==> config.mk <==
export PLATFORM = sky130hd
export DESIGN_NAME = wayMerge
export DESIGN_NICKNAME = d
export VERILOG_FILES = /design/src/hdl/dcachePkg.sv /design/src/hdl/wayMerge.sv
export SDC_FILE = /design/constraint.sdc
export NUM_CORES = 1
export LEC_CHECK = 0
export BUFFER_PORTS_ARGS = -buffer_cell sky130_fd_sc_hd__clkbuf_2
export CAP_MARGIN = 20
export CORE_AREA = 2 2 356 358
export DETAILED_ROUTE_END_ITERATION = 10
export DIE_AREA = 0 0 358 360
export GPL_ROUTABILITY_DRIVEN = 0
export MAX_ROUTING_LAYER = met4
export PLACE_DENSITY = 0.34
export SETUP_SLACK_MARGIN = 0.2
export SYNTH_ARGS = -nofsm -noshare
export SYNTH_HDL_FRONTEND = slang
export SYNTH_SLANG_ARGS = --single-unit
==> constraint.sdc <==
create_clock -name vclk -period 1.93
set_input_delay 0.386 -clock vclk [all_inputs]
set_output_delay 0.386 -clock vclk [all_outputs]
set_load 0.05 [all_outputs]
==> src/hdl/dcachePkg.sv <==
package dcachePkg;

  localparam int AddrWidth    = 32;
  localparam int WordWidth    = 64;
  localparam int LineWidth    = 256;
  localparam int BeatsPerLine = 4;
  localparam int Sets         = 64;
  localparam int OffsetWidth  = 5;
  localparam int IndexWidth   = 6;
  localparam int TagWidth     = 21;
  localparam int MaskWidth    = 8;

  // load/store request from the core side
  typedef struct packed {
    logic                 write;
    logic [AddrWidth-1:0] addr;
    logic [WordWidth-1:0] data;
    logic [MaskWidth-1:0] mask;
  } cacheReq_t;

  typedef struct packed {
    logic [WordWidth-1:0] data;
    logic                 write;
  } cacheResp_t;

  // per-set bookkeeping of one way
  typedef struct packed {
    logic                valid;
    logic                dirty;
    logic [TagWidth-1:0] tag;
  } tagEntry_t;

  typedef struct packed {
    logic                 hit;
    logic                 dirty;
    logic [TagWidth-1:0]  tag;
    logic [LineWidth-1:0] line;
  } wayLookup_t;

  // tagUpdate installs a fresh line, otherwise the write marks the set dirty
  typedef struct packed {
    logic                   en;
    logic [LineWidth-1:0]   line;
    logic [LineWidth/8-1:0] mask;
    logic                   tagUpdate;
  } wayWrite_t;

  typedef struct packed {
    logic [AddrWidth-1:0] addr;
    logic [LineWidth-1:0] line;
  } memReq_t;

  typedef enum logic [2:0] {IDLE, COMPARE, WRBACK, MISS, REFILL, REPLACE} cacheState_e;

endpackage

==> src/hdl/wayMerge.sv <==
`timescale 1ns/1ps

module wayMerge import dcachePkg::*; (
  input  wayLookup_t                        way0_i,
  input  wayLookup_t                        way1_i,
  input  logic [$clog2(BeatsPerLine)-1:0]   wordSel_i,
  input  logic                              victimWay_i,
  output logic                              hit_o,
  output logic                              hitWay_o,
  output logic [WordWidth-1:0]              word_o,
  output wayLookup_t                        victim_o
);

  logic [LineWidth-1:0] hitLine;

  assign hit_o = way0_i.hit || way1_i.hit;

  // both ways never hit together, way 1 wins if they did
  assign hitWay_o = way1_i.hit;

  always_comb begin
    if (way1_i.hit) begin
      hitLine = way1_i.line;
    end else begin
      hitLine = way0_i.line;
    end
  end

  // word within the line by address bits 4..3
  always_comb begin
    word_o = hitLine[wordSel_i*WordWidth +: WordWidth];
  end

  // victim lookup for the dirty test and the write-back data
  always_comb begin
    if (victimWay_i) begin
      victim_o = way1_i;
    end else begin
      victim_o = way0_i;
    end
  end

endmodule

* After elaboration in Yosys (flattened, before gate mapping)
Index checks and enable logic that the tools add are counted.
Word-level totals: memories 0, input bits 561, latch bits 0, bits in writable memories 0, output and inout bits 345, bits in read-only memories 0, register bits 0, word-level logic and storage cells 4
Operators by class: add/subtract/negate cells 0, divide/modulo/power cells 0, order comparisons 0, equality and inequality tests 0, mux-type cells 2, reductions and logical operators 1, bitwise gates (word level) 0, multiply operators 0, shift-type cells 1
Operators by type and width (number):
- 279-bit 2-to-1 mux | 1
- 256-bit 2-to-1 mux | 1
- 256-bit by 9-bit indexed part select with 64-bit output | 1
- 1-bit logical OR | 1

* Longest topological paths before layout
Gate-level depths: netlist of run 1.
word-level depth 2, mapped depth 5, depth with buffers taken out 2

* Least setup slack after synthesis of run 1
OpenSTA, ideal clock, no wires.
kind in2out, start point input way1_i[278] in the netlist's numbering, end point output word_o[0], path buffers 3, cell stages on the path 5, path slack -210 ps, required time 1544 ps, data arrival time 1754 ps, cell sequence clkbuf_1 > buf_6 > buf_6 > mux4_2 > mux2_2
Between the ends: cells in the longest elaborated chain, start to end 2
RTL lines:
- start: declaration | line wayMerge.sv:5 | input wayLookup_t way1_i,
- 256-bit 2-to-1 mux | line wayMerge.sv:22 | if (way1_i.hit) begin
- 256-bit by 9-bit indexed part select with 64-bit output | line wayMerge.sv:31 | word_o = hitLine[wordSel_i*WordWidth +: WordWidth];
- end: declaration | line wayMerge.sv:10 | output logic [WordWidth-1:0] word_o,
Every way passes these cells.

* Worst setup path after layout of run 1
start point input way1_i[278] in the netlist's numbering, end point output word_o[63]
Same word-level chain as after synthesis.

==> metrics.txt, run 1 <==
# TYPE chip_impl_metric gauge
chip_impl_metric{name="synth_area",unit="sq mm"} 0.00713
chip_impl_metric{name="synth_sequential_area_ratio",unit=""} 0
chip_impl_metric{name="grt_use_met3",unit=""} 0.0170
chip_impl_metric{name="routed_vias_inst",unit=""} 3.27
chip_impl_metric{name="die_h",unit="um"} 360
chip_impl_metric{name="clock_buffers",unit=""} 0
chip_impl_metric{name="seq_cell_count",unit=""} 0
chip_impl_metric{name="timing.max_cap.violations",unit=""} 0
chip_impl_info{name="worstPathCellList",value="buf_16 > buf_16 > buf_6 > mux4_2 > mux2_2 > buf_12"} 1
chip_impl_metric{name="final_antenna_net_count",unit=""} 0
chip_impl_metric{name="grt_antenna_before_repair",unit=""} 47
chip_impl_metric{name="floorplan.initialDensity",unit=""} 0.0571
chip_impl_metric{name="firstDrtPassIters",unit=""} 5
chip_impl_metric{name="synth.yosys.warnings",unit=""} 0
chip_impl_metric{name="timing.max_slew.rel_slack",unit=""} 0.812
chip_impl_metric{name="critPathArrivalTime",unit="ns"} 1.90
chip_impl_metric{name="global_route.usage.met1",unit=""} 0.183
chip_impl_metric{name="drt_first_iter_violations",unit=""} 671
chip_impl_metric{name="pin_count",unit=""} 906
chip_impl_metric{name="timing.final.setup_violations",unit=""} 64
chip_impl_info{name="most_used_cell_cp",value="sky130_fd_sc_hd__buf_16"} 1
chip_impl_metric{name="layout.core_utilization",unit=""} 0.176
chip_impl_metric{name="critical_path_peak_fanout",unit=""} 10
chip_impl_metric{name="layout-drive-gt1-share",unit=""} 1.00
chip_impl_metric{name="setup_total_negative_slack",unit="ns"} -18.97
chip_impl_metric{name="total_leakage_power",unit="nW"} 10.4
chip_impl_info{name="violations",value="setup timing"} 1
chip_impl_metric{name="cp_slowest_stage_delay",unit="ns"} 0.50
chip_impl_info{name="class_of_the_worst_hold_path",value="primary input to output pin"} 1
chip_impl_metric{name="timing.final.ws_setup",unit="ns"} -0.357
chip_impl_metric{name="syn_avg_cell_area",unit="sq um"} 13.2
chip_impl_metric{name="ys_types",unit=""} 8
chip_impl_metric{name="route.vias.total",unit=""} 10500
chip_impl_metric{name="timing.critical_path.buf_inv",unit=""} 4
chip_impl_metric{name="routedWlPerCell",unit="um"} 27.7
chip_impl_info{name="crit_path_start_kind",value="primary input"} 1
chip_impl_metric{name="synthCells",unit=""} 540
chip_impl_metric{name="grt_max_degree",unit=""} 24
chip_impl_metric{name="nNetsFinal",unit=""} 2124
chip_impl_info{name="grt_setup_unrepaired",value="true"} 1
chip_impl_metric{name="syn_nets",unit=""} 1101
chip_impl_metric{name="remaining_drc_errors",unit=""} 0
chip_impl_info{name="timing.critical_path.max_delay_family",value="multiplexers"} 1
chip_impl_metric{name="design.core.area",unit="sq mm"} 0.125
chip_impl_metric{name="post-route-min-period",unit="ns"} 2.29
chip_impl_metric{name="grt_use_total",unit=""} 0.134
chip_impl_metric{name="die_x",unit="um"} 358
chip_impl_metric{name="ff_latch_area",unit="sq um"} 0
chip_impl_metric{name="dp_hpwl",unit="um"} 77900
chip_impl_info{name="timing_worst_setup_path_type",value="primary input to output pin"} 1
chip_impl_metric{name="dieArea",unit="sq mm"} 0.129
chip_impl_metric{name="grt_pass1_wl",unit="um"} 113000
chip_impl_info{name="slowest_stage",value="sky130_fd_sc_hd__mux4_2"} 1
chip_impl_metric{name="final_min_period_over_clock_period",unit=""} 1.18
chip_impl_metric{name="rows",unit=""} 130
chip_impl_metric{name="globalRouteMet2Util",unit=""} 0.218
chip_impl_metric{name="grt.overflow.total",unit=""} 0
chip_impl_metric{name="maxSlewViolCount",unit=""} 0
chip_impl_metric{name="io_buffer_count",unit=""} 906
chip_impl_metric{name="flow.area_growth_from_synthesis",unit="%"} 208
chip_impl_metric{name="number_of_global_route_vias_before_repair",unit=""} 11000
chip_impl_info{name="status",value="finished with violations"} 1
chip_impl_info{name="busiest_layer",value="met2"} 1
chip_impl_metric{name="finalHoldViolCount",unit=""} 0
chip_impl_metric{name="routed_wirelength",unit="um"} 89200
chip_impl_metric{name="maxClockFrequency",unit="MHz"} 437
chip_impl_info{name="crit_path_end_kind",value="output pin"} 1
chip_impl_metric{name="critPathRequiredTime",unit="ns"} 1.54
chip_impl_metric{name="power.density",unit="mW/mm^2"} 399
chip_impl_metric{name="max-vdd-ir-drop",unit="V"} 0.000198
chip_impl_metric{name="worstMarginPinSlew",unit="ns"} 0.282
-- per-stage QoR --
step	total power [mW]	setup WS [ns]	hold WS (ns)	cells	instance area (sq um)
after floorplan	4.15	-0.150	0.939	540	8180
after global placement	6.74	-0.426	1.16	3146	16100
after detailed placement	6.72	-0.434	1.17	3146	16100
after CTS	8.44	-0.376	1.15	3201	21300
after global routing	9.06	-0.377	1.13	3216	22000
final	8.78	-0.357	1.12	3217	22000
-- power breakdown --
group	switching [mW]	leakage [nW]	internal, mW
sequential	0	0	0
combinational	4.48	10.4	4.29
clock	0	0.0000380	0.000000425
total	4.48	10.4	4.29
-- final timing paths --
path,start,to,cells after the start
setup / recovery,way1_i[278],word_o[63],6
hold / removal,way1_i[266],victim_o[266],3
-- cell families after synthesis --
family	count (synthesis)	share of synthesized area
buf+inv	68	0.0527
mux	471	0.946
simple gates	1	0.000878
-- cell usage after synthesis (all sizes together) --
cell    count  share of area
buf        47          0.042
mux2      343           0.54
or2         1        0.00088
mux4      128           0.40
clkbuf     21          0.011
-- worst min-delay path: stages --
cell and delay (ns):
sky130_fd_sc_hd__clkbuf_2 0.07, sky130_fd_sc_hd__mux2_4 0.14, sky130_fd_sc_hd__buf_8 0.14
-- timing repair --
item / in CTS / in global routing
pin swaps: 0 / 0
hold buffers: 0 / 0
endpoints found under the setup margin: 337 / 339
setup buffers: 34 / 8
cloned: 21 / 2
gates resized for setup: 861 / 297
-- cells in the final DEF, fill, tap and decap left out --
cell type,netlist,layout
sky130_fd_sc_hd__buf_12,0,101
sky130_fd_sc_hd__buf_16,0,29
sky130_fd_sc_hd__buf_4,1,56
sky130_fd_sc_hd__buf_6,11,37
sky130_fd_sc_hd__buf_8,0,214
sky130_fd_sc_hd__clkbuf_16,0,87
sky130_fd_sc_hd__clkbuf_2,0,558
sky130_fd_sc_hd__clkbuf_4,0,2
sky130_fd_sc_hd__clkbuf_8,0,5
sky130_fd_sc_hd__diode_2,0,6
sky130_fd_sc_hd__mux2_2,343,15
sky130_fd_sc_hd__mux2_4,0,328
sky130_fd_sc_hd__mux4_2,128,128
sky130_fd_sc_hd__or2_2,1,1
-- layout make-up --
class	instances	area [sq um]
diodes	6	15.0
repair buffers	1089	11900
multi-input cells	472	7980
well taps	1650	2060
fillers	13800	103000
-- metal layers --
metal	vias to the layer above	routed length [um]	share of wire
met3	105	5010	0.056
met1	5355	41000	0.46
li1	4368	-	-
met2	685	41700	0.47
met4	0	1450	0.016
met5	-	0	0
Note: power is estimated with default switching activity, not from simulation.
==> inputs of run 2 (changes only) <==
Settings changed: SETUP_SLACK_MARGIN 0.2 to 0.15.
==> run 2 against run 1 <==
Compared with the run above: the flow still finishes with violations (setup timing); final area fell by 3.1%; count of clock-buffer cells in the layout did not move; cell count rose by 0.65%; total power fell by 2.4%; critical path type unchanged.
==> metrics.txt, run 2 (synthesis results as in run 1) <==
# TYPE chip_impl_metric gauge
chip_impl_metric{name="dieArea",unit="sq mm"} 0.129
chip_impl_metric{name="rows",unit=""} 130
chip_impl_metric{name="post_layout_nonfiller_instances",unit=""} 3238
chip_impl_metric{name="num-fill-cells",unit=""} 13900
chip_impl_metric{name="ff_latch_area",unit="sq um"} 0
chip_impl_info{name="mostFrequentLayoutCells",value="sky130_fd_sc_hd__clkbuf_2 (592), sky130_fd_sc_hd__mux2_4 (316), sky130_fd_sc_hd__buf_8 (170)"} 1
chip_impl_info{name="crit_path_start_kind",value="primary input"} 1
chip_impl_metric{name="die_x",unit="um"} 358
chip_impl_metric{name="routed_vias_inst",unit=""} 3.26
chip_impl_info{name="crit_path_end_kind",value="output pin"} 1
chip_impl_metric{name="dpl_worst_slack",unit="ns"} -0.478
chip_impl_metric{name="io_buffer_count",unit=""} 906
chip_impl_metric{name="timing.hold.worst_path_depth",unit=""} 3
chip_impl_info{name="hold_end",value="victim_o[275]"} 1
chip_impl_metric{name="final_antenna_net_count",unit=""} 0
chip_impl_metric{name="final_min_period_over_clock_period",unit=""} 1.20
chip_impl_metric{name="grt.overflow.total",unit=""} 0
chip_impl_metric{name="finalHoldViolCount",unit=""} 0
chip_impl_metric{name="design.core.area",unit="sq mm"} 0.125
chip_impl_metric{name="placed_cell_count",unit=""} 3164
chip_impl_metric{name="seq_cell_count",unit=""} 0
chip_impl_info{name="timing_worst_setup_path_type",value="primary input to output pin"} 1
chip_impl_metric{name="critPathArrivalTime",unit="ns"} 1.93
chip_impl_metric{name="maxClockFrequency",unit="MHz"} 432
chip_impl_metric{name="power.density",unit="mW/mm^2"} 402
chip_impl_metric{name="clock_buffers",unit=""} 0
chip_impl_metric{name="flow.area_growth_from_synthesis",unit="%"} 199
chip_impl_metric{name="timing.max_slew.rel_slack",unit=""} 0.769
chip_impl_metric{name="routedWlPerCell",unit="um"} 28.6
chip_impl_metric{name="grt_antenna_before_repair",unit=""} 61
chip_impl_info{name="violations",value="setup timing"} 1
chip_impl_metric{name="die_h",unit="um"} 360
chip_impl_metric{name="layout-drive-gt1-share",unit=""} 1.00
chip_impl_metric{name="timing.max_cap.violations",unit=""} 0
chip_impl_metric{name="firstDrtPassIters",unit=""} 5
chip_impl_metric{name="timing.final.ws_setup",unit="ns"} -0.387
chip_impl_metric{name="total_leakage_power",unit="nW"} 10.1
chip_impl_metric{name="remaining_drc_errors",unit=""} 0
chip_impl_metric{name="post-route-min-period",unit="ns"} 2.32
chip_impl_metric{name="number_of_global_route_vias_before_repair",unit=""} 11100
chip_impl_metric{name="nNetsFinal",unit=""} 2131
chip_impl_metric{name="maxSlewViolCount",unit=""} 0
chip_impl_metric{name="floorplan.initialDensity",unit=""} 0.0571
chip_impl_info{name="grt_setup_unrepaired",value="true"} 1
chip_impl_info{name="class_of_the_worst_hold_path",value="primary input to output pin"} 1
chip_impl_metric{name="grt_max_degree",unit=""} 28
chip_impl_info{name="status",value="finished with violations"} 1
chip_impl_info{name="most_common_cell_after_layout_fill_and_taps_aside",value="sky130_fd_sc_hd__clkbuf_2"} 1
chip_impl_metric{name="multi_input_comb_area",unit="sq mm"} 0.00794
chip_impl_metric{name="grt_use_total",unit=""} 0.138
chip_impl_info{name="worst_min_delay_path_startpoint",value="way0_i[275]"} 1
chip_impl_metric{name="max-vdd-ir-drop",unit="V"} 0.000186
chip_impl_metric{name="critPathRequiredTime",unit="ns"} 1.54
chip_impl_metric{name="drt_first_iter_violations",unit=""} 628
chip_impl_metric{name="worstMarginPinSlew",unit="ns"} 0.347
chip_impl_metric{name="grt_pass1_wl",unit="um"} 114000
chip_impl_metric{name="pin_count",unit=""} 906
chip_impl_metric{name="route.vias.total",unit=""} 10600
chip_impl_metric{name="dp_hpwl",unit="um"} 78900
chip_impl_metric{name="critical_path_peak_fanout",unit=""} 6
chip_impl_metric{name="routed_wirelength",unit="um"} 92700
chip_impl_metric{name="timing.final.setup_violations",unit=""} 64
[run 2: changes by cell type in the layout (fill, tap and decap cells not counted), sizes merged]
| cell | change |
|---|---|
| clkbuf | +56 |
| buf | -51 |
| diode | +14 |
| bufbuf | +2 |
[run 2: power by group]
part	switching, mW	internal [mW]
clock	0	0.00000122
sequential	0	0
combinational	4.48	4.09
total	4.48	4.09
[run 2: worst max-delay path by stage]
stage | cells after the start | endpoint | startpoint
finish | 6 | word_o[53] | way1_i[278]
global route | 7 | word_o[4] | way1_i[278]
CTS | 6 | word_o[53] | way1_i[278]
detailed placement | 6 | word_o[63] | way1_i[278]
global placement | 6 | word_o[63] | way1_i[278]
floorplan | 4 | word_o[12] | way1_i[278]
[run 2: layer usage]
layer	GRT usage	wire [um]
met1	0.173	40000
met2	0.234	45000
met3	0.0310	5950
met5	-	0
met4	0.00902	1710
[run 2: worst max-delay path, cell delays in order]
cell,delay (ns)
sky130_fd_sc_hd__buf_16,0.14
sky130_fd_sc_hd__buf_16,0.17
sky130_fd_sc_hd__buf_12,0.14
sky130_fd_sc_hd__mux4_2,0.58
sky130_fd_sc_hd__mux2_4,0.32
sky130_fd_sc_hd__buf_8,0.15
[run 2: cell type report]
type	count	share of cell area
tap	1650	0.0969
antenna	20	0.00235
timing repair buffer	1096	0.528
multi-input combinational	472	0.372
[run 2: stage by stage]
step	TNS (ns)	util	power, mW	instance area (sq um)	hold WS (ns)
2_1_floorplan	-8.00	-	4.14	8140	0.939
4_1_cts	-19.31	0.166	8.31	20700	1.14
6_report	-17.31	0.171	8.56	21300	1.12
5_1_grt	-19.89	0.170	8.84	21300	1.13
3_5_place_dp	-27.70	0.130	6.73	16200	1.16
3_3_place_gp	-26.97	0.130	6.76	16200	1.16
[run 2: what timing repair did]
item | in CTS | in global routing
gates cloned | 25 | 5
setup buffers | 18 | 6
gates resized for setup | 749 | 219
setup endpoints to repair | 313 | 282
hold buffers | 0 | 0
