File: src/hdl/dcachePkg.sv
package dcachePkg;

  localparam int AddrWidth    = 32;
  localparam int WordWidth    = 64;
  localparam int LineWidth    = 256;
  localparam int BeatsPerLine = 4;
  localparam int Sets         = 64;
  localparam int OffsetWidth  = 5;
  localparam int IndexWidth   = 6;
  localparam int TagWidth     = 21;
  localparam int MaskWidth    = 8;

  // load/store request from the core side
  typedef struct packed {
    logic                 write;
    logic [AddrWidth-1:0] addr;
    logic [WordWidth-1:0] data;
    logic [MaskWidth-1:0] mask;
  } cacheReq_t;

  typedef struct packed {
    logic [WordWidth-1:0] data;
    logic                 write;
  } cacheResp_t;

  // per-set bookkeeping of one way
  typedef struct packed {
    logic                valid;
    logic                dirty;
    logic [TagWidth-1:0] tag;
  } tagEntry_t;

  typedef struct packed {
    logic                 hit;
    logic                 dirty;
    logic [TagWidth-1:0]  tag;
    logic [LineWidth-1:0] line;
  } wayLookup_t;

  // tagUpdate installs a fresh line, otherwise the write marks the set dirty
  typedef struct packed {
    logic                   en;
    logic [LineWidth-1:0]   line;
    logic [LineWidth/8-1:0] mask;
    logic                   tagUpdate;
  } wayWrite_t;

  typedef struct packed {
    logic [AddrWidth-1:0] addr;
    logic [LineWidth-1:0] line;
  } memReq_t;

  typedef enum logic [2:0] {IDLE, COMPARE, WRBACK, MISS, REFILL, REPLACE} cacheState_e;

endpackage

File: src/hdl/cacheCtrl.sv
`timescale 1ns/1ps

module cacheCtrl import dcachePkg::*; (
  input  logic                            clk,
  input  logic                            rst_n,
  input  logic                            reqValid_i,
  input  cacheReq_t                       req_i,
  output logic                            reqReady_o,
  output logic                            respValid_o,
  output cacheResp_t                      resp_o,
  output logic [IndexWidth-1:0]           index_o,
  output logic [TagWidth-1:0]             tag_o,
  output logic [$clog2(BeatsPerLine)-1:0] wordSel_o,
  output logic                            victimWay_o,
  input  logic                            hit_i,
  input  logic                            hitWay_i,
  input  logic [WordWidth-1:0]            word_i,
  input  wayLookup_t                      victim_i,
  output wayWrite_t                       wayWrite0_o,
  output wayWrite_t                       wayWrite1_o,
  output logic                            memWrValid_o,
  output memReq_t                         memWr_o,
  input  logic                            memWrReady_i,
  output logic                            memRdValid_o,
  output logic [AddrWidth-1:0]            memRdAddr_o,
  input  logic                            memRdReady_i,
  input  logic [WordWidth-1:0]            memRdData_i,
  input  logic                            memRdBeat_i,
  input  logic                            memRdLast_i
);

  cacheState_e                      curState;
  cacheState_e                      nextState;
  cacheReq_t                        reqLatch;
  logic                             victimWay;
  logic [$clog2(BeatsPerLine)-1:0]  beatCnt;
  logic [LineWidth-1:0]             refillBuf;
  logic [WordWidth-1:0]             storeWord;
  logic [MaskWidth-1:0]             storeMask;
  logic [LineWidth-1:0]             storeLine;
  logic [LineWidth/8-1:0]           storeLineMask;
  logic [LineWidth-1:0]             wrLine;
  logic [LineWidth/8-1:0]           wrMask;
  logic                             replaceEn;
  logic                             storeHit;
  logic                             wrEn0;
  logic                             wrEn1;

  // fields of the latched address
  assign index_o     = reqLatch.addr[OffsetWidth +: IndexWidth];
  assign tag_o       = reqLatch.addr[AddrWidth-1 -: TagWidth];
  assign wordSel_o   = reqLatch.addr[OffsetWidth-1 -: $clog2(BeatsPerLine)];
  assign victimWay_o = victimWay;

  always_ff @(posedge clk or negedge rst_n) begin
    if (!rst_n) begin
      curState <= IDLE;
    end else begin
      curState <= nextState;
    end
  end

  always_comb begin
    nextState = curState;
    case (curState)
      IDLE: begin
        if (reqValid_i) begin
          nextState = COMPARE;
        end
      end
      COMPARE: begin
        if (hit_i) begin
          nextState = IDLE;
        end else if (victim_i.dirty) begin
          nextState = WRBACK;
        end else begin
          nextState = MISS;
        end
      end
      WRBACK: begin
        if (memWrReady_i) begin
          nextState = MISS;
        end
      end
      MISS: begin
        if (memRdReady_i) begin
          nextState = REFILL;
        end
      end
      REFILL: begin
        if (memRdLast_i) begin
          nextState = REPLACE;
        end
      end
      REPLACE: nextState = COMPARE;
      default: nextState = IDLE;
    endcase
  end

  always_ff @(posedge clk or negedge rst_n) begin
    if (!rst_n) begin
      reqLatch <= '0;
    end else if (curState == IDLE && reqValid_i) begin
      reqLatch <= req_i;
    end
  end

  assign reqReady_o  = (curState == IDLE);
  assign respValid_o = (curState == COMPARE) && hit_i;
  assign resp_o      = '{data: word_i, write: reqLatch.write};

  // write-back of the victim line
  assign memWrValid_o = (curState == WRBACK);
  assign memWr_o.addr = {victim_i.tag, index_o, {OffsetWidth{1'b0}}};
  assign memWr_o.line = victim_i.line;

  assign memRdValid_o = (curState == MISS);
  assign memRdAddr_o  = {tag_o, index_o, {OffsetWidth{1'b0}}};

  // beats fill the buffer from the low word up
  always_ff @(posedge clk or negedge rst_n) begin
    if (!rst_n) begin
      beatCnt <= '0;
    end else if (curState == MISS) begin
      beatCnt <= '0;
    end else if (curState == REFILL && memRdBeat_i) begin
      beatCnt <= beatCnt + 1'b1;
    end
  end

  always_ff @(posedge clk) begin
    if (curState == REFILL && memRdBeat_i) begin
      refillBuf[beatCnt*WordWidth +: WordWidth] <= memRdData_i;
    end
  end

  // round-robin replacement
  always_ff @(posedge clk or negedge rst_n) begin
    if (!rst_n) begin
      victimWay <= 1'b0;
    end else if (replaceEn) begin
      victimWay <= !victimWay;
    end
  end

  // shift into the byte lanes, upper bytes drop off
  assign storeWord = reqLatch.data << {reqLatch.addr[2:0], 3'b000};
  assign storeMask = reqLatch.mask << reqLatch.addr[2:0];
  assign storeLine = LineWidth'(storeWord) << (wordSel_o * WordWidth);
  assign storeLineMask = (LineWidth/8)'(storeMask) << (wordSel_o * MaskWidth);

  assign replaceEn = (curState == REPLACE);
  assign storeHit  = (curState == COMPARE) && hit_i && reqLatch.write;

  always_comb begin
    if (replaceEn) begin
      wrLine = refillBuf;
      wrMask = '1;
    end else begin
      wrLine = storeLine;
      wrMask = storeLineMask;
    end
  end

  assign wrEn0 = (replaceEn && !victimWay) || (storeHit && !hitWay_i);
  assign wrEn1 = (replaceEn && victimWay) || (storeHit && hitWay_i);

  assign wayWrite0_o = '{en: wrEn0, line: wrLine, mask: wrMask, tagUpdate: replaceEn};
  assign wayWrite1_o = '{en: wrEn1, line: wrLine, mask: wrMask, tagUpdate: replaceEn};

endmodule

File: config.mk
export PLATFORM = sky130hd
export DESIGN_NAME = cacheCtrl
export DESIGN_NICKNAME = d
export VERILOG_FILES = /design/src/hdl/dcachePkg.sv /design/src/hdl/cacheCtrl.sv
export SDC_FILE = /design/constraint.sdc
export NUM_CORES = 1
export LEC_CHECK = 0
export BUFFER_PORTS_ARGS = -buffer_cell sky130_fd_sc_hd__buf_2
export CORE_AREA = 2 2 597 599
export CTS_CLUSTER_SIZE = 28
export DETAILED_ROUTE_END_ITERATION = 10
export DIE_AREA = 0 0 599 601
export GPL_TIMING_DRIVEN = 1
export PLACE_DENSITY_LB_ADDON = 0.2
export SYNTH_ARGS = -nofsm -noshare
export SYNTH_HDL_FRONTEND = slang
export SYNTH_SLANG_ARGS = --single-unit
File: constraint.sdc
create_clock -name clk -period 3.3 [get_ports clk]
set_clock_uncertainty 0.2 [all_clocks]
set_input_delay 0.66 -clock clk [delete_from_list [all_inputs] [get_ports clk]]
set_output_delay 0.66 -clock clk [all_outputs]
set_load 0.02 [all_outputs]
Word level (Yosys, flattened, before mapping)
Index checks and enable logic that the tools add are counted.
W data, S select, Z words.
{"block": "totals", "reg_bits": 367, "in_bits": 521, "output_inout_bits": 999, "wordCells": 52}
{"block": "classes", "n_addsub": 2, "eq_ne": 9, "shifts": 6, "mux": 12, "n_reduce_logical": 15}
{"cell": "$bwmux W256", "n": 1}
{"cell": "$mux W256", "n": 1}
{"cell": "$shift A64 B34 Y256 const A", "n": 1}
{"cell": "$shiftx A64 B34 Y256", "n": 1}
{"cell": "$shl A64 B8 Y256", "n": 1}
{"cell": "$shl A64 B6 Y64", "n": 1}
{"cell": "$neg A8 Y34", "n": 1}
{"cell": "$mux W32", "n": 1}
{"cell": "$shl A8 B5 Y32", "n": 1}
{"cell": "$pmux W3 S6", "n": 1}
{"cell": "$mux W3", "n": 4}
{"cell": "$logic_and A1 B1 Y1", "n": 8}
{"cell": "$shl A8 B3 Y8", "n": 1}
{"cell": "$eq A3 B2 Y1 const B", "n": 2}
{"cell": "$eq A3 B3 Y1 const B", "n": 2}
{"cell": "$mux W2", "n": 3}
{"cell": "$ne A2 B1 Y1 const B", "n": 2}
{"cell": "$ne A2 B2 Y1 const B", "n": 2}
{"cell": "$reduce_and A4 Y1", "n": 1}
{"cell": "$eq A3 B1 Y1 const B", "n": 1}
{"cell": "$logic_not A3 Y1", "n": 1}
{"cell": "$add A2 B1 Y2 const B", "n": 1}
{"cell": "$logic_not A1 Y1", "n": 2}
{"cell": "$logic_or A1 B1 Y1", "n": 2}
{"cell": "other kinds (2)", "n": 2}

Depth between registers and ports, before layout
Gate-level depths: netlist of run 1.
{"block": "logic_depth", "ltp_word": 5, "ltp_mapped": 9, "depth_no_buf": 5}

Least setup slack after synthesis of run 1
OpenSTA, ideal clock, no wires.
{"block": "synth_path", "path_kind": "input-to-reg", "startpoint": "input port memRdBeat_i", "endpoint": "register refillBuf[0], enable pin", "setup_ns": 0.429, "arrival_time_ns": 2.537, "required_time_ns": 2.671, "slack_ns": 0.135, "cell_stages": 3, "n_path_buf": 1, "path_cell_list": "and3_1 -> clkbuf_1 -> and2_1"}
{"block": "synth_via", "elab_chain_len": 1}
{"item": "from (decl)", "line_no": "cacheCtrl.sv:28", "source": "input logic memRdBeat_i,"}
{"item": "$logic_and A1 B1 Y1", "line_no": "cacheCtrl.sv:132", "source": "if (curState == REFILL && memRdBeat_i) begin"}
{"item": "to (signal, indexed assignment)", "line_no": "cacheCtrl.sv:133", "source": "refillBuf[beatCnt*WordWidth +: WordWidth] <= memRdData_i;"}
{"item": "to (decl)", "line_no": "cacheCtrl.sv:37", "source": "logic [LineWidth-1:0] refillBuf;"}
No other way between the ends.
A chain may end at the register's enable or synchronous reset.

==> flow_metrics.env, run 1 <==
export IMPL_status="finished with violations"
export IMPL_failed_checks="negative setup slack"
export IMPL_viasPerCell=2.564
export IMPL_power_mw=53.81
export IMPL_die_y_um=601
export IMPL_synthAdderAreaFrac=0.002616
export IMPL_synth_common_cells="buf_4, and2_1, edfxtp_1"
export IMPL_max_cap_violations=0
export IMPL_synth_area_leaders="edfxtp_1, buf_4, dfrtp_1"
export IMPL_cp_max_fo=8
export IMPL_grt_pass1_vias=19720
export IMPL_dieArea_sq_um=360000
export IMPL_initial_core_util=0.06755
export IMPL_mappedNetlistArea_sq_um=23920
export IMPL_maxSlewViolCount=0
export IMPL_cts_tree="built"
export IMPL_report_final_setup_viol=575
export IMPL_fillers=40310
export IMPL_placed_cells=7314
export IMPL_synth_edf_count=256
export IMPL_tightest_slew_ns=0.6801
export IMPL_rsz0062_at_grt="yes"
export IMPL_fin_crit_sh=1.141
export IMPL_fin_hold_ws_ns=0.08623
export IMPL_ir_worst_vdd_uv=742.9
export IMPL_fin_crit_ns=3.764
export IMPL_finalNonFillerCells=7774
export IMPL_area_delta_synth_final_pct=82.52
export IMPL_port_buffers=826
export IMPL_clkSlewWorstSetupHoldPaths_ns=0.06
export IMPL_synth_xor_area_frac=0.0007324
export IMPL_final_nets=3466
export IMPL_grt_overflow=0
export IMPL_crit_path_end_kind="output pin"
export IMPL_vias=19940
export IMPL_ys_ff_latch=367
export IMPL_synth_distinct_cells=47
export IMPL_synthMostInstantiatedCell="buf_4"
export IMPL_coreArea_sq_um=354000
export IMPL_cts_root_buf="clkbuf_16"
export IMPL_finalSetupTns_ns=-159.10
export IMPL_ant_nets=0
export IMPL_cts_buffers=58
export IMPL_synth_mux_area_frac=0.09030
export IMPL_grt_usage=0.1189
export IMPL_critPathRequiredTime_ns=2.44
export IMPL_hp_class="in2reg"
export IMPL_boundaryPins=1520
export IMPL_final_seq_area_sq_um=10480
export IMPL_num_rows=219
export IMPL_slew_headroom=0.5466
export IMPL_critical_path_class="reg2out"
export IMPL_insertion_delay_ns=0.72
export IMPL_wire_per_inst_um=29.70
export IMPL_gp_congestion=0.7633
export IMPL_antenna_found_initial=54
export IMPL_power_density_nw_per_um2=1233
export IMPL_syn_avg_cell_area_sq_um=10.41
export IMPL_drive_gt1_frac=0.6311
export IMPL_async_flop_share=0.3025
export IMPL_synth_top_cell_by_area="edfxtp_1"
export IMPL_synth_seq_area_share=0.4376
export IMPL_start_kind="flop"
export IMPL_die_w_um=599
export IMPL_cp_arrival_ns=2.90
export IMPL_fmax_mhz=265.7
export IMPL_drc_errors=0
export IMPL_grt_max_degree=64
export IMPL_htree_levels=2
export IMPL_leakagePower_nw=16.26
export IMPL_drt_initial_drc_count=879
export IMPL_synth_top_cell_area_share=0.3214
export IMPL_netlist_instances=2298
export IMPL_synth_top_family_by_area="buffers and inverters"
export IMPL_multiInputGateArea_sq_um=10760
export IMPL_clkSinkCount=367
export IMPL_dp_hpwl_um=182400
export IMPL_cts_path_max_buffers=3
export IMPL_fin_ws_ns=-0.4642
export IMPL_grt_pass1_wl_um=267900
export IMPL_synth_main_ff_cell="edfxtp_1"
export IMPL_yosys_area_share_simple=0.1131
export IMPL_synth_warnings=0
export IMPL_finalHoldViolations=0
export IMPL_wirelength_um=230900
export IMPL_synth_compound_area_frac=0.1017
export IMPL_drt_pass1_iterations=5
==> layout by cell type (no fill, tap or decap), drive strengths merged, types with 7 or more instances in the layout <==
cell         instances
nand2              179
o21ai              212
clkbuf             103
a22o                69
o2bb2ai             10
conb                10
buf               1226
clkinv              19
a22oi               32
inv                 10
dfrtp              111
a32o                32
nand3                7
diode               36
edfxtp             256
dlygate4sd3        155
mux2               114
mux2i               74
nand2b               9
and2               266
nor2                34
==> flip-flops by register name (all words and copies together) (netlist names) <==
signal       cells
victimWay_o      1
reqLatch        75
wordSel_o        2
resp_o           1
memRdAddr_o     21
curState         3
refillBuf      256
beatCnt          2
index_o          6
==> cell type report <==
cell class,instances,area share
multi-input cells,1098,0.2465
clock inverters,26,0.006507
inverters,7,0.001233
well taps,4751,0.1362
repair buffers,1405,0.3288
clock buffers,81,0.03732
repair inverters,3,0.001433
flip-flops and latches,367,0.2400
diodes,36,0.002064
==> routing by layer <==
metal,global-route usage,routed length [um],up-vias,part of all wire
li1,-,-,8598,-
met1,0.09777,65550,9942,0.28
met2,0.2325,127800,997,0.55
met3,0.04812,21450,384,0.093
met4,0.07051,15970,14,0.069
met5,0.0001337,91,-,0.00039
==> final timing paths <==
path	start	to	slack [ns]	cells past startpoint
setup / recovery	reqLatch[73]	wayWrite1_o[262]	-0.46	8
hold / removal	memRdData_i[1]	refillBuf[65]	0.09	2
setup reg to reg	curState[0]	refillBuf[150]	0.50	6
hold reg to reg	reqLatch[65]	reqLatch[65]	0.33	1
max in group asynchronous	rst_n	index_o[1]	1.66	3
min in group asynchronous	rst_n	reqLatch[1]	0.29	2
==> timing repair <==
action,4_1_cts,5_1_grt
pin swaps,30,238
resized for setup,474,1538
endpoints found under the hold margin,338,0
hold buffers,155,0
buffers inserted,33,119
gates cloned,14,25
endpoints found under the setup margin,578,578
==> power breakdown <==
group,switching [mW],internal (mW)
clock network,2.76,3.75
registers,1.12,5.92
logic,22.8,17.4
total,26.7,27.1
==> worst max-delay path: stages, from the launching register on <==
cell and delay [ns]:
dfrtp_4 0.53, buf_12 0.17, buf_16 0.16, mux4_2 0.46, and2_4 0.22, a31oi_4 0.21, buf_8 0.19, o21ai_4 0.08
buf_6 0.15
==> kinds of logic after synthesis <==
group | count (synthesis)
flip-flops | 367
AND/OR/NAND/NOR | 515
buffers and inverters | 843
XOR/XNOR | 2
multiplexers | 194
adder cells (fa/ha/maj) | 5
other | 1
AO/OA/AOI/OAI | 371
==> metrics by stage <==
stage               worst slack [ns]  utilization  area (sq um)
floorplan                     0.1346            -         23950
global placement             -0.2771      0.08697         30790
detailed placement           -0.2743      0.08697         30790
CTS                          -0.5634       0.1031         36510
global route                 -0.5583       0.1231         43600
finish                       -0.4642       0.1233         43650
Power figures use the tool's default switching activity.
==> run 2: changes to the inputs <==
Settings changed: BUFFER_PORTS_ARGS -buffer_cell sky130_fd_sc_hd__buf_2 to unset, CORE_AREA 2 2 597 599 to 2 2 590 592, DIE_AREA 0 0 599 601 to 0 0 592 594, DONT_BUFFER_PORTS set to 1.
==> flow_metrics.env, run 2 (synthesized netlist as in run 1, its figures left out) <==
export IMPL_status="finished with violations"
export IMPL_failed_checks="negative setup slack"
export IMPL_final_cell_mix="edfxtp_1, and2_1, buf_12"
export IMPL_fin_crit_sh=1.103
export IMPL_rsz0062_at_grt="yes"
export IMPL_drc_errors=0
export IMPL_use_met1=0.1033
export IMPL_initial_core_util=0.06930
export IMPL_grt_usage=0.1353
export IMPL_power_mw=50.77
export IMPL_die_w_um=592
export IMPL_coreArea_sq_um=345100
export IMPL_wirelength_um=252400
export IMPL_cts_buffers=58
export IMPL_maxSlewViolCount=0
export IMPL_gp_congestion=0.8642
export IMPL_critPathRequiredTime_ns=2.44
export IMPL_fin_ws_ns=-0.3393
export IMPL_grt_use_met2=0.2668
export IMPL_final_common_cell="edfxtp_1"
export IMPL_ir_worst_vdd_uv=872.7
export IMPL_crit_end="wayWrite1_o[38]"
export IMPL_ant_nets=0
export IMPL_boundaryPins=1520
export IMPL_cp_arrival_ns=2.78
export IMPL_viasPerCell=2.556
export IMPL_multiInputGateArea_sq_um=10550
export IMPL_crit_path_end_kind="output pin"
export IMPL_insertion_delay_ns=0.73
export IMPL_vias=17990
export IMPL_report_final_setup_viol=543
export IMPL_antenna_found_initial=97
export IMPL_clkSlewWorstSetupHoldPaths_ns=0.06
export IMPL_grt_pass1_wl_um=290600
export IMPL_grt_overflow=0
export IMPL_worstReg2RegEnd="refillBuf[138]"
export IMPL_start_kind="flop"
export IMPL_cts_tree="built"
export IMPL_use_met3=0.08290
export IMPL_rr_worst_depth=5
export IMPL_max_cap_violations=0
export IMPL_final_seq_area_sq_um=10480
export IMPL_cts_root_buf="clkbuf_16"
export IMPL_cts_path_max_buffers=3
export IMPL_max_flop_register="refillBuf"
export IMPL_rr_startpoint="curState[0]"
export IMPL_ff2ff_setup_slack_ns=0.56
export IMPL_cp_startpoint="curState[1]"
export IMPL_fillers=39120
export IMPL_die_y_um=594
export IMPL_grt_pass1_vias=18330
export IMPL_top_usage_layer="met2"
export IMPL_dieArea_sq_um=351600
export IMPL_grt_max_degree=112
export IMPL_finalHoldViolations=0
export IMPL_finalSetupTns_ns=-122.38
export IMPL_num_rows=216
export IMPL_drt_pass1_iterations=4
export IMPL_fmax_mhz=274.8
export IMPL_slew_headroom=0.3935
export IMPL_drt_initial_drc_count=901
export IMPL_leakagePower_nw=13.71
export IMPL_clkSinkCount=367
export IMPL_port_buffers=0
export IMPL_cp_max_fo=6
export IMPL_tightest_slew_ns=0.9098
export IMPL_final_nets=2888
export IMPL_critical_path_class="reg2out"
export IMPL_drive_gt1_frac=0.5369
export IMPL_fin_crit_ns=3.639
export IMPL_area_delta_synth_final_pct=68.38
export IMPL_hp_class="reg2reg"
export IMPL_power_density_nw_per_um2=1261
export IMPL_largest_reg_flops=256
export IMPL_dp_hpwl_um=206100
export IMPL_wire_per_inst_um=35.87
export IMPL_htree_levels=2
-- run 2: cell types whose count changed in the layout (fill, tap and decap cells not counted), sizes merged, moves of 2 or more --
cell         delta
buf           -587
dlygate4sd3    +19
clkbuf         -12
diode          +10
clkinv          +3
bufbuf          -2
bufinv          +2
clkinvlp        +2
-- run 2: layout make-up --
| type | instances | area share |
|---|---|---|
| Timing Repair Buffer | 830 | 0.2827 |
| Multi-Input combinational cell | 1097 | 0.2620 |
| Sequential cell | 367 | 0.2602 |
| Tap cell | 4578 | 0.1422 |
| Clock buffer | 74 | 0.03937 |
| Clock inverter | 36 | 0.009073 |
| Antenna cell | 46 | 0.002859 |
| Inverter | 7 | 0.001025 |
| Timing Repair inverter | 1 | 0.0004971 |
-- run 2: worst min-delay path by stage --
stage,startpoint,endpoint,slack (ns),depth (start not counted)
6_report,reqLatch[58],reqLatch[58],0.32,1
5_1_grt,memRdBeat_i,beatCnt[0],0.32,3
4_1_cts,memRdBeat_i,beatCnt[0],0.25,3
3_5_place_dp,rst_n,reqLatch[8],0.19,0
3_3_place_gp,rst_n,reqLatch[9],0.19,0
2_1_floorplan,rst_n,beatCnt[0],0.16,0
-- run 2: metrics by stage --
stage                     setup slack, ns  instance area, sq um  hold slack [ns]  utilization  std cells
after detailed placement         -0.03272                 29680           0.1878      0.08599       6546
final                             -0.3393                 40270           0.3181       0.1167       7036
after CTS                         -0.5453                 35920           0.2513       0.1041       6907
after global routing              -0.4470                 40210           0.3211       0.1165       7011
after floorplan                    0.1346                 23950           0.1644            -       2307
after global placement           -0.06433                 29680           0.1874      0.08599       6546
-- run 2: worst max-delay path, cell delays in order, from the launching register on --
cell and delay [ns]:
dfrtp_1 0.39, nand2b_4 0.15, or2_4 0.31, buf_12 0.19, inv_12 0.08, nor2_4 0.05
buf_12 0.13, buf_12 0.14, a32o_2 0.31, buf_6 0.13, buf_12 0.14
-- run 2: per-layer routing --
layer | part of all wire | vias to the layer above
li1 | - | 7451
met1 | 0.26 | 8815
met2 | 0.55 | 1372
met3 | 0.14 | 319
met4 | 0.049 | 30
met5 | 0.00076 | -
-- run 2: power by group --
| group | switching [mW] | total, mW | internal (mW) | leakage, nW |
|---|---|---|---|---|
| Combinational | 21.3 | 36.1 | 14.9 | 9.51 |
| Clock | 2.75 | 6.60 | 3.85 | 0.934 |
| Sequential | 2.13 | 8.02 | 5.89 | 3.27 |
-- run 2: repair_timing --
item | 4_1_cts | 5_1_grt
hold buffers | 175 | 0
resized for setup | 353 | 736
setup endpoints to repair | 578 | 578
buffers inserted | 57 | 73
cloned | 22 | 20
pin swaps | 56 | 157
hold endpoints to repair | 475 | 0
